===== src/design/csr_pkg.sv =====
/*
 * CSR subsystem shared definitions
 * Widths, the word-addressed register map, the identity constant and the
 * helpers that decode engine windows out of a word address
 */

package csr_pkg;

    // Bus and register widths
    localparam int addr_width = 12;
    localparam int data_width = 32;
    localparam int word_addr_width = 10;
    localparam int num_engines = 2;

    typedef logic [word_addr_width-1:0] t_csr_addr;
    typedef logic [data_width-1:0] t_csr_data;

    // Value returned by the read-only identity register
    localparam t_csr_data csr_id_value = 32'h4353_5231;

    // Global register word offsets
    localparam t_csr_addr reg_id = 10'd0;
    localparam t_csr_addr reg_scratch = 10'd1;
    localparam t_csr_addr reg_num_eng = 10'd2;

    // Engine windows start at word 64 and repeat every 64 words
    localparam int eng_base = 64;
    localparam int eng_span = 64;

    // Register offsets inside one engine window
    localparam int eng_reg_width = 2;
    localparam logic [eng_reg_width-1:0] eng_acc = 2'd0;
    localparam logic [eng_reg_width-1:0] eng_add = 2'd1;
    localparam logic [eng_reg_width-1:0] eng_count = 2'd2;

    // Drops the byte lane bits of an AXI-lite address
    function automatic t_csr_addr byte_to_word(logic [addr_width-1:0] byte_addr);
        return byte_addr[addr_width-1:addr_width-word_addr_width];
    endfunction

    // True when the word address falls inside the window of engine idx
    function automatic logic in_eng_window(t_csr_addr addr, int unsigned idx);
        int unsigned word;
        int unsigned base;
        word = addr;
        base = eng_base + idx * eng_span;
        return (word >= base) && (word < base + eng_span);
    endfunction

    // Register offset carried to an engine
    function automatic logic [eng_reg_width-1:0] eng_offset(t_csr_addr addr);
        return addr[eng_reg_width-1:0];
    endfunction

    // Only the first few words of a window reach the engine
    function automatic logic eng_offset_mapped(t_csr_addr addr);
        int unsigned word;
        word = addr;
        return (word % eng_span) < (2 ** eng_reg_width);
    endfunction

endpackage


===== src/design/engine_csr_if.sv =====
/*
 * Engine CSR link
 * Carries register writes from the CSR manager into one accumulator engine
 * and brings the engine state back for reads
 */

`timescale 1ns/1ns

interface engine_csr_if;
    import csr_pkg::*;

    // Single-cycle write strobe with the register offset in the window
    logic wr_en;
    logic [eng_reg_width-1:0] wr_reg;
    t_csr_data wr_data;

    // Engine state, always visible so the manager can pick a field itself
    t_csr_data acc;
    t_csr_data count;

    modport csr_mgr
    (
        output wr_en,
        output wr_reg,
        output wr_data,
        input  acc,
        input  count
    );

    modport engine
    (
        input  wr_en,
        input  wr_reg,
        input  wr_data,
        output acc,
        output count
    );

endinterface


===== src/design/axi_lite_csr_bridge.sv =====
/*
 * AXI-lite to CSR bridge
 * Holds write address and data until both are present, then issues one
 * write strobe and a registered write response. Reads are limited to one
 * in flight and the result is held until the host takes it
 */

`timescale 1ns/1ns

module axi_lite_csr_bridge
(
    input  logic clk,
    input  logic reset_n,

    input  logic awvalid,
    output logic awready,
    input  logic [csr_pkg::addr_width-1:0] awaddr,

    input  logic wvalid,
    output logic wready,
    input  csr_pkg::t_csr_data wdata,

    output logic bvalid,
    input  logic bready,

    input  logic arvalid,
    output logic arready,
    input  logic [csr_pkg::addr_width-1:0] araddr,

    output logic rvalid,
    input  logic rready,
    output csr_pkg::t_csr_data rdata,

    output logic wr_en,
    output csr_pkg::t_csr_addr wr_addr,
    output csr_pkg::t_csr_data wr_data,
    output logic rd_en,
    output csr_pkg::t_csr_addr rd_addr,
    input  logic rd_valid,
    input  csr_pkg::t_csr_data rd_data
);
    import csr_pkg::*;

    // Goes high the first cycle out of reset and opens all the ready signals
    logic accept_en;

    // Holding registers for the split write channels
    logic aw_held;
    logic w_held;
    t_csr_addr aw_addr_q;
    t_csr_data w_data_q;

    // Set from the AR transfer until the R transfer
    logic rd_busy;

    logic aw_fire;
    logic w_fire;
    logic ar_fire;

    // A channel stays closed while its holding register is full or while
    // the previous write is still waiting on its response
    assign awready = accept_en && !aw_held && !bvalid;
    assign wready = accept_en && !w_held && !bvalid;
    assign arready = accept_en && !rd_busy;

    assign aw_fire = awvalid && awready;
    assign w_fire = wvalid && wready;
    assign ar_fire = arvalid && arready;

    // One write strobe per joined address and data pair
    assign wr_en = aw_held && w_held && !bvalid;
    assign wr_addr = aw_addr_q;
    assign wr_data = w_data_q;

    // The read goes to the manager in the same cycle as the AR transfer
    assign rd_en = ar_fire;
    assign rd_addr = byte_to_word(araddr);

    always_ff @(posedge clk)
    begin
        if (!reset_n)
        begin
            accept_en <= 1'b0;
            aw_held <= 1'b0;
            w_held <= 1'b0;
            bvalid <= 1'b0;
        end
        else
        begin
            accept_en <= 1'b1;

            if (aw_fire)
                aw_held <= 1'b1;
            if (w_fire)
                w_held <= 1'b1;

            // The response is registered, so bvalid never follows bready
            if (bvalid && bready)
                bvalid <= 1'b0;

            // Both holding registers empty once the write has been issued
            if (wr_en)
            begin
                aw_held <= 1'b0;
                w_held <= 1'b0;
                bvalid <= 1'b1;
            end
        end
    end

    // Write payload captured as each channel transfers
    always_ff @(posedge clk)
    begin
        if (aw_fire)
            aw_addr_q <= byte_to_word(awaddr);
        if (w_fire)
            w_data_q <= wdata;
    end

    always_ff @(posedge clk)
    begin
        if (!reset_n)
        begin
            rd_busy <= 1'b0;
            rvalid <= 1'b0;
        end
        else
        begin
            if (ar_fire)
                rd_busy <= 1'b1;

            // Manager result arrives one cycle after rd_en
            if (rd_valid)
                rvalid <= 1'b1;

            // arready reopens the cycle after the host takes the data
            if (rvalid && rready)
            begin
                rvalid <= 1'b0;
                rd_busy <= 1'b0;
            end
        end
    end

    // Read data stays put while rvalid waits on rready
    always_ff @(posedge clk)
    begin
        if (rd_valid)
            rdata <= rd_data;
    end

endmodule


===== src/design/csr_mgr.sv =====
/*
 * CSR manager
 * Decodes word addresses, keeps the global registers, routes writes into
 * the two engine windows and turns every read into a registered result
 */

`timescale 1ns/1ns

module csr_mgr
(
    input  logic clk,
    input  logic reset_n,

    input  logic wr_en,
    input  csr_pkg::t_csr_addr wr_addr,
    input  csr_pkg::t_csr_data wr_data,

    input  logic rd_en,
    input  csr_pkg::t_csr_addr rd_addr,
    output logic rd_valid,
    output csr_pkg::t_csr_data rd_data,

    engine_csr_if.csr_mgr eng0,
    engine_csr_if.csr_mgr eng1
);
    import csr_pkg::*;

    // General purpose read/write register for the host
    t_csr_data scratch;

    // Write lands on one of the first words of some engine window
    logic wr_eng_mapped;

    // Read result before it is registered
    t_csr_data rd_next;

    // Picks the readable field of one engine by its register offset
    function automatic t_csr_data eng_field
    (
        logic [eng_reg_width-1:0] offset,
        t_csr_data acc,
        t_csr_data count
    );
        case (offset)
            eng_acc:   return acc;
            eng_count: return count;
            // The add register and the spare offset read back as zero
            default:   return '0;
        endcase
    endfunction

    assign wr_eng_mapped = wr_en && eng_offset_mapped(wr_addr);

    // Both engines see the same offset and data, only the strobe differs
    assign eng0.wr_en = wr_eng_mapped && in_eng_window(wr_addr, 0);
    assign eng0.wr_reg = eng_offset(wr_addr);
    assign eng0.wr_data = wr_data;

    assign eng1.wr_en = wr_eng_mapped && in_eng_window(wr_addr, 1);
    assign eng1.wr_reg = eng_offset(wr_addr);
    assign eng1.wr_data = wr_data;

    always_ff @(posedge clk)
    begin
        if (!reset_n)
            scratch <= '0;
        else if (wr_en && (wr_addr == reg_scratch))
            scratch <= wr_data;
    end

    // Read select works on the current register values, so a read that
    // meets a write to the same word sees the old contents
    always_comb
    begin
        rd_next = '0;

        if (rd_addr == reg_id)
            rd_next = csr_id_value;
        else if (rd_addr == reg_scratch)
            rd_next = scratch;
        else if (rd_addr == reg_num_eng)
            rd_next = t_csr_data'(num_engines);
        else if (eng_offset_mapped(rd_addr))
        begin
            if (in_eng_window(rd_addr, 0))
                rd_next = eng_field(eng_offset(rd_addr), eng0.acc, eng0.count);
            else if (in_eng_window(rd_addr, 1))
                rd_next = eng_field(eng_offset(rd_addr), eng1.acc, eng1.count);
        end
    end

    // Result comes back exactly one cycle after rd_en
    always_ff @(posedge clk)
    begin
        if (!reset_n)
            rd_valid <= 1'b0;
        else
            rd_valid <= rd_en;
    end

    always_ff @(posedge clk)
    begin
        if (rd_en)
            rd_data <= rd_next;
    end

endmodule


===== src/design/accum_engine.sv =====
/*
 * Accumulator engine
 * Keeps a 32-bit running sum and counts the additions made since the sum
 * was last loaded by the host
 */

`timescale 1ns/1ns

module accum_engine
(
    input  logic clk,
    input  logic reset_n,

    engine_csr_if.engine csr
);
    import csr_pkg::*;

    // Running sum, wraps modulo 2^32
    t_csr_data acc_q;

    // Number of additions since the last load
    t_csr_data count_q;

    always_ff @(posedge clk)
    begin
        if (!reset_n)
        begin
            acc_q <= '0;
            count_q <= '0;
        end
        else if (csr.wr_en)
        begin
            case (csr.wr_reg)
                // A load starts a new sum, so the count starts over too
                eng_acc:
                begin
                    acc_q <= csr.wr_data;
                    count_q <= '0;
                end

                // Carry out of bit 31 is dropped
                eng_add:
                begin
                    acc_q <= acc_q + csr.wr_data;
                    count_q <= count_q + 1'b1;
                end

                // The count register is read-only and the spare offset
                // has no storage behind it
                default:
                begin
                    acc_q <= acc_q;
                    count_q <= count_q;
                end
            endcase
        end
    end

    // State goes back to the manager without any read strobe
    assign csr.acc = acc_q;
    assign csr.count = count_q;

endmodule


===== src/design/csr_subsys_top.sv =====
/*
 * CSR subsystem top level
 * AXI-lite slave in front of the CSR manager and two accumulator engines
 */

`timescale 1ns/1ns

module csr_subsys_top
(
    input  logic clk,
    input  logic reset_n,

    input  logic awvalid,
    output logic awready,
    input  logic [csr_pkg::addr_width-1:0] awaddr,

    input  logic wvalid,
    output logic wready,
    input  csr_pkg::t_csr_data wdata,

    output logic bvalid,
    input  logic bready,
    output logic [1:0] bresp,

    input  logic arvalid,
    output logic arready,
    input  logic [csr_pkg::addr_width-1:0] araddr,

    output logic rvalid,
    input  logic rready,
    output csr_pkg::t_csr_data rdata,
    output logic [1:0] rresp
);
    import csr_pkg::*;

    // Strobes between the bridge and the manager
    logic wr_en;
    t_csr_addr wr_addr;
    t_csr_data wr_data;
    logic rd_en;
    t_csr_addr rd_addr;
    logic rd_valid;
    t_csr_data rd_data;

    engine_csr_if eng0_if();
    engine_csr_if eng1_if();

    // Every access completes, so both responses are always OKAY
    assign bresp = 2'b00;
    assign rresp = 2'b00;

    axi_lite_csr_bridge bridge
    (
        .clk,
        .reset_n,
        .awvalid,
        .awready,
        .awaddr,
        .wvalid,
        .wready,
        .wdata,
        .bvalid,
        .bready,
        .arvalid,
        .arready,
        .araddr,
        .rvalid,
        .rready,
        .rdata,
        .wr_en,
        .wr_addr,
        .wr_data,
        .rd_en,
        .rd_addr,
        .rd_valid,
        .rd_data
    );

    csr_mgr mgr
    (
        .clk,
        .reset_n,
        .wr_en,
        .wr_addr,
        .wr_data,
        .rd_en,
        .rd_addr,
        .rd_valid,
        .rd_data,
        .eng0(eng0_if.csr_mgr),
        .eng1(eng1_if.csr_mgr)
    );

    // Engine 0 sits at byte 0x100 and engine 1 at byte 0x200
    accum_engine eng0
    (
        .clk,
        .reset_n,
        .csr(eng0_if.engine)
    );

    accum_engine eng1
    (
        .clk,
        .reset_n,
        .csr(eng1_if.engine)
    );

endmodule


===== config.mk =====
export PLATFORM = sky130hd
export DESIGN_NAME = csr_subsys_top
export DESIGN_NICKNAME = d
export VERILOG_FILES = /design/src/design/csr_pkg.sv /design/src/design/engine_csr_if.sv /design/src/design/axi_lite_csr_bridge.sv /design/src/design/csr_mgr.sv /design/src/design/accum_engine.sv /design/src/design/csr_subsys_top.sv
export SDC_FILE = /design/constraint.sdc
export NUM_CORES = 1
export LEC_CHECK = 0
export BUFFER_PORTS_ARGS = -buffer_cell sky130_fd_sc_hd__buf_2
export CAP_MARGIN = 20
export CORE_AREA = 2 2 279 143
export CTS_BUF_LIST = sky130_fd_sc_hd__clkbuf_8
export DETAILED_ROUTE_END_ITERATION = 8
export DIE_AREA = 0 0 281 145
export PLACE_DENSITY_LB_ADDON = 0.12
export SYNTH_ARGS = -nofsm -noshare
export SYNTH_HDL_FRONTEND = slang
export SYNTH_SLANG_ARGS = --single-unit

===== constraint.sdc =====
create_clock -name clk -period 4.2 [get_ports clk]
set_input_delay 0.21 -clock clk [delete_from_list [all_inputs] [get_ports clk]]
set_output_delay 0.21 -clock clk [all_outputs]
set_load 0.05 [all_outputs]

Word level (Yosys, flattened, before mapping)
Index checks and enable logic that the tools add are counted.

operators by class
  $add $sub $neg = 4
  order comparisons = 10
  eq/ne operators = 5
  mux-type cells = 14
  bitwise logic cells = 1
  reductions and logical operators = 33

operator list
  operator                                                                number
  32-bit case mux with 2 select lines                                     6
  32-bit two-way mux                                                      5
  32-bit by 1-bit adder with 32-bit output, second input constant         2
  32-bit adder                                                            2
  10-bit by 8-bit < comparator with 1-bit output, second input constant   4
  10-bit by 1-bit == test with 1-bit output, second input constant        2
  10-bit by 7-bit >= comparator with 1-bit output, second input constant  2
  10-bit by 8-bit >= comparator with 1-bit output, second input constant  2
  1-bit logical AND                                                       20
  6-bit by 3-bit < comparator with 1-bit output, second input constant    2
  10-bit by 2-bit == test with 1-bit output, second input constant        1
  10-bit logical NOT                                                      1
  1-bit logical NOT                                                       4
  2-bit logical NOT                                                       2
  2-bit AND reduction                                                     2
  2-bit nonzero test                                                      2
  2-bit OR reduction                                                      2
  1-bit two-way mux                                                       3
  2-bit by 1-bit == test with 1-bit output, second input constant         1
  2-bit == test, second input constant                                    1
  1-bit inverter                                                          1

word-level totals
  register bits = 273

Depth between registers and ports, before layout
  depth in word-level cells = 7
  depth in mapped cells = 12
  mapped depth without buffers = 11

Cells and area by module
A second synthesis with hierarchy kept.

unflattened totals
  cells, all modules = 1637
  area total of the unflattened synthesis = 15416.0 um^2

by module, submodules not included
  module               instances  cells an instance  area each (um^2)  seq. area each (um^2)
  accum_engine         2          551                4355.4            1281.2
  csr_mgr              1          417                4115.2            1621.6
  axi_lite_csr_bridge  1          113                2556.2            2342.2
  csr_subsys_top       1          5                  33.8              0.0

Worst setup path before layout
No wires, ideal clock.

  path type = register -> register
  start point = register bridge.w_data_q[0] (netlist: bridge.wr_data[0])
  end point = register eng0.acc_q[28] (netlist: eng0.csr.acc[28])
  library setup time = 133 ps
  arrival time = 3057 ps
  required time = 4067 ps
  slack = 1010 ps
  cell stages (with the launch flop) = 12
  path buffers = 0
  period minus slack after synthesis = 3190 ps
  cell sequence = edfxtp_1 > ha_1 > fa_1 > a21oi_1 > nand4b_1 > a311oi_1 > a211o_1 > a2111oi_1 > o31ai_1 > o31ai_1 > xor2_1 > o221ai_1

between the ends
  longest elaborated chain between the ends = 2

ends and longest elaborated chain
  element                              RTL line                    text
  start: declaration                   axi_lite_csr_bridge.sv:51   t_csr_data w_data_q;
  start signal: assignment             axi_lite_csr_bridge.sv:117  w_data_q <= wdata;
  32-bit adder                         accum_engine.sv:44          acc_q <= acc_q + csr.wr_data;
  32-bit case mux with 2 select lines  accum_engine.sv:33          case (csr.wr_reg)
  end signal: assignment               accum_engine.sv:37          acc_q <= csr.wr_data;
  end signal: assignment               accum_engine.sv:44
  end signal: assignment               accum_engine.sv:52          acc_q <= acc_q;
  end: declaration                     accum_engine.sv:19          t_csr_data acc_q;

No other way between the ends.
A chain may end at the register's enable or synchronous reset.

Final worst setup path
  start point = register bridge.w_data_q[0] (netlist: bridge.wr_data[0])
  end point = register eng1.acc_q[28] (netlist: eng1.csr.acc[28])

between the ends
  longest elaborated chain between the ends = 2

ends and longest elaborated chain
  element                              RTL line
  32-bit adder                         accum_engine.sv:44
  32-bit case mux with 2 select lines  accum_engine.sv:33
  end signal: assignment               accum_engine.sv:37
  end signal: assignment               accum_engine.sv:44
  end signal: assignment               accum_engine.sv:52
  end: declaration                     accum_engine.sv:19

No other way between the ends.

==> impl_results.md <==
* Startpoint Class: flip-flop
* Core Util, Final at 43.9%
* CTS H-tree depth at 2
* Ratio of cells with drive above 1 in the final layout at 12.4%
* Register area share after synthesis at 45.2%
* CTS Buf Count at 43
* Detail Placement HPWL at 34.2 mm
* Final Cycle Share at 93.4%
* Post-synthesis xor/xnor area fraction at 5.21%
* Layout Area Growth over Synthesis at 16.6%
* Core area at 0.0384 sq mm
* Residual DRC at 0
* Cell Rows at 51
* Worst VDD drop at 0.000190 V
* CP Capture Type: flip-flop
* P_leak at 6.61 nW
* Clock transition at path regs at 0.07 ns
* Crit path kind: reg2reg
* Synth Area per Inst at 9.21 sq um
* Routability cong. at 0.915
* Die width at 281 um
* DR iter-0 viols at 1259
* DRT Pass-1 Iters at 6
* Clock sink count at 273
* ANT cells at 0
* Final TNS setup at 0 ns
* Final Hold Vio Count at 0
* Initial core utilization at 37.7%
* I/O pin count at 104
* Root Driver: clkbuf_8
* DIE HEIGHT at 145 um
* Die ar. at 0.0407 sq mm
* Multiplexer share of the synthesized area at 4.89%
* Top cells by count, synth: nand2_1 (216), dfxtp_1 (167), a21oi_1 (118), o21ai_0 (118), nor2_1 (114)
* Compound-Gate Fraction of Synth Area at 18.8%
* Cell Pwr Density at 321 mW/mm^2
* CTS tree: built
* Clock Latency Late Sink at 0.59 ns
* Total track usage at 23.5%
* Vias post-DR at 12.6k
* Tmin final at 3.92 ns
* Worst path arrival time at 4.40 ns
* Total power at 5.40 mW
* Synth area leader: dfxtp_1
* Max frequency at 0.255 GHz
* Hold WS at 0.0802 ns
* Synthesis-stage register bit count at 273
* Vias in the first global route at 11.8k
* Gate Count Post-Synth at 1569
* Placed cell areas at 0.0156 sq mm
* Yosys synthesis warning count at 0
* # port buffers at 95
* Remaining global-route overflow at 0
* Drt via density at 5.55
* DRT antenna net count at 0
* Count leader, synth: nand2_1
* Post-synthesis cell area at 0.0144 sq mm
* Worst min-delay path class: in2reg
* Synth unique cells at 74
* Finished Cell Area at 0.0168 sq mm
* Post-synth EDFFs at 106
* Post-Synth Simple-Gate Area at 17.2%
* Critical path fanouts, max at 4
* Final setup skew at 0.0239 ns
* FFs w/ async S/R, synth at 0%
* Largest net degree at the start of global routing at 64
* Max transition margin at 35.3%
* Top-area cell type share of the netlist area at 23.1%
* Initial antenna violation count at 1
* Combinational family with the most area after synthesis: compound AO/OA/AOI/OAI gates
* Setup repair bufs after CTS at 0
* RSZ-0062 raised after global routing: false
* MaxCap Viol Count at 0
* Final setup violation count at 0
* Main area contributors after synthesis: dfxtp_1 (23%), edfxtp_1 (22%), nand2_1 (5.6%), ha_1 (5.5%), mux2i_1 (4.6%)
* Ys flop type: dfxtp_1
* Clk buf depth at 3
* WL per Instance at 21.2 um
* First-pass GRT wire length at 72.8 mm
* Least-Margin Pin Slew at 0.967 ns
* Fin nets at 1838
* Outcome: complete, no violations
* Slew Limit Fails at 0
* Data required, critical path at 4.68 ns
* Synth Area in Adders at 5.82%
* Final wirelength at 48.1 mm
[report_power, final]
group / total [mW] / switching [mW] / leakage (nW) / internal [mW]
registers: 2.83 / 0.0378 / 2.34 / 2.80
logic: 0.382 / 0.251 / 3.81 / 0.131
clock network: 2.18 / 1.13 / 0.455 / 1.06
[timing repair]
item | in CTS | in global routing
endpoints found under the hold margin | 54 | 0
setup endpoints to repair | 0 | 2
hold buffers | 47 | 0
resized for setup | 0 | 2
[worst max-delay path: stages (launching register included)]
cell	delay (ns)
edfxtp_1	0.45
ha_1	0.28
fa_1	0.45
a211oi_1	0.37
o21a_1	0.23
o21ai_0	0.23
a31oi_1	0.41
o21ai_0	0.19
a41oi_1	0.46
a21boi_0	0.19
mux2_2	0.30
a311oi_1	0.26
[kinds of logic (layout without fill, tap and decap cells)]
family	count (synthesis)	after routing
and+or+nand+nor	526	526
adders and majority gates	66	66
other	1	4
buffers and inverters	104	270
muxes	70	70
DFF	273	273
xor gates and xnor gates	86	86
AOI/OAI and AO/OA	443	443
[cell usage in the layout, fill, tap and decap left out, types with 12 or more instances in the layout]
cell           Yosys  final
a21o_1            30     30
dfxtp_1          167    167
ha_1              64     64
o211ai_1          12     12
nor2_1           114    113
a211oi_1          17     17
a22o_1            18     18
edfxtp_1         106    106
nor3_1            15     15
inv_1             16     32
dlygate4sd3_1      0     47
a21oi_1          118    118
buf_4              6     37
nand2b_1          13     12
xor2_1            55     55
o22ai_1           32     32
xnor2_1           31     31
and3_1            16     16
or3_1             26     26
nand4_1           16     16
nand2_1          216    215
mux2i_1           66     66
clkbuf_8           0     49
nand3_1           47     47
o21ai_0          118    116
a31oi_1           42     42
buf_2              2     94
[worst paths after layout]
kind	endpoint	cells after the start	slack [ns]	from
max reg2reg	eng1.csr.acc[28]$_SDFFE_PN0P_	11	0.28	bridge.wr_data[0]$_DFFE_PP_
min reg2reg	bridge.rdata[1]$_DFFE_PP_	0	0.41	mgr.rd_data[1]$_SDFFCE_PN0P_
max	eng1.csr.acc[28]$_SDFFE_PN0P_	11	0.28	bridge.wr_data[0]$_DFFE_PP_
min	mgr.rd_data[1]$_SDFFCE_PN0P_	2	0.08	araddr[2]
[metrics by stage]
| step | setup WS [ns] | instances |
|---|---|---|
| after floorplan | 1.01 | 1572 |
| after global placement | 0.321 | 2146 |
| after detailed placement | 0.286 | 2146 |
| after CTS | 0.232 | 2267 |
| after global routing | 0.117 | 2268 |
| final | 0.279 | 2268 |
[flip-flops by register name, indices dropped and copies added, names as in the netlist]
signal and cells:
bridge.rdata 32, bridge.wr_data 32, eng0.csr.acc 32, eng0.csr.count 32, eng1.csr.acc 32, eng1.csr.count 32
mgr.rd_data 32, mgr.scratch 32, bridge.wr_addr 10, bridge.accept_en 1, bridge.aw_held 1, bridge.bvalid 1
bridge.rd_busy 1, bridge.rvalid 1, bridge.w_held 1, mgr.rd_valid 1
[final cells by class]
cell class | count | area [sq um]
clock inverters | 25 | 100
clock buffers | 49 | 674
repair buffers | 179 | 1230
fillers | 3734 | 21500
inverters | 17 | 63.8
well taps | 530 | 663
multi-input cells | 1195 | 7580
flip-flops and latches | 273 | 6530
[metal layers]
| metal | global-route usage, % | vias up | part of all wire [%] |
|---|---|---|---|
| met5 | 0 | - | 0 |
| met2 | 32.2 | 464 | 39 |
| met1 | 37.4 | 6039 | 52 |
| li1 | - | 6030 | - |
| met3 | 4.83 | 62 | 8.0 |
| met4 | 4.63 | 0 | 1.6 |
Note: power is estimated with default switching activity, not from simulation.
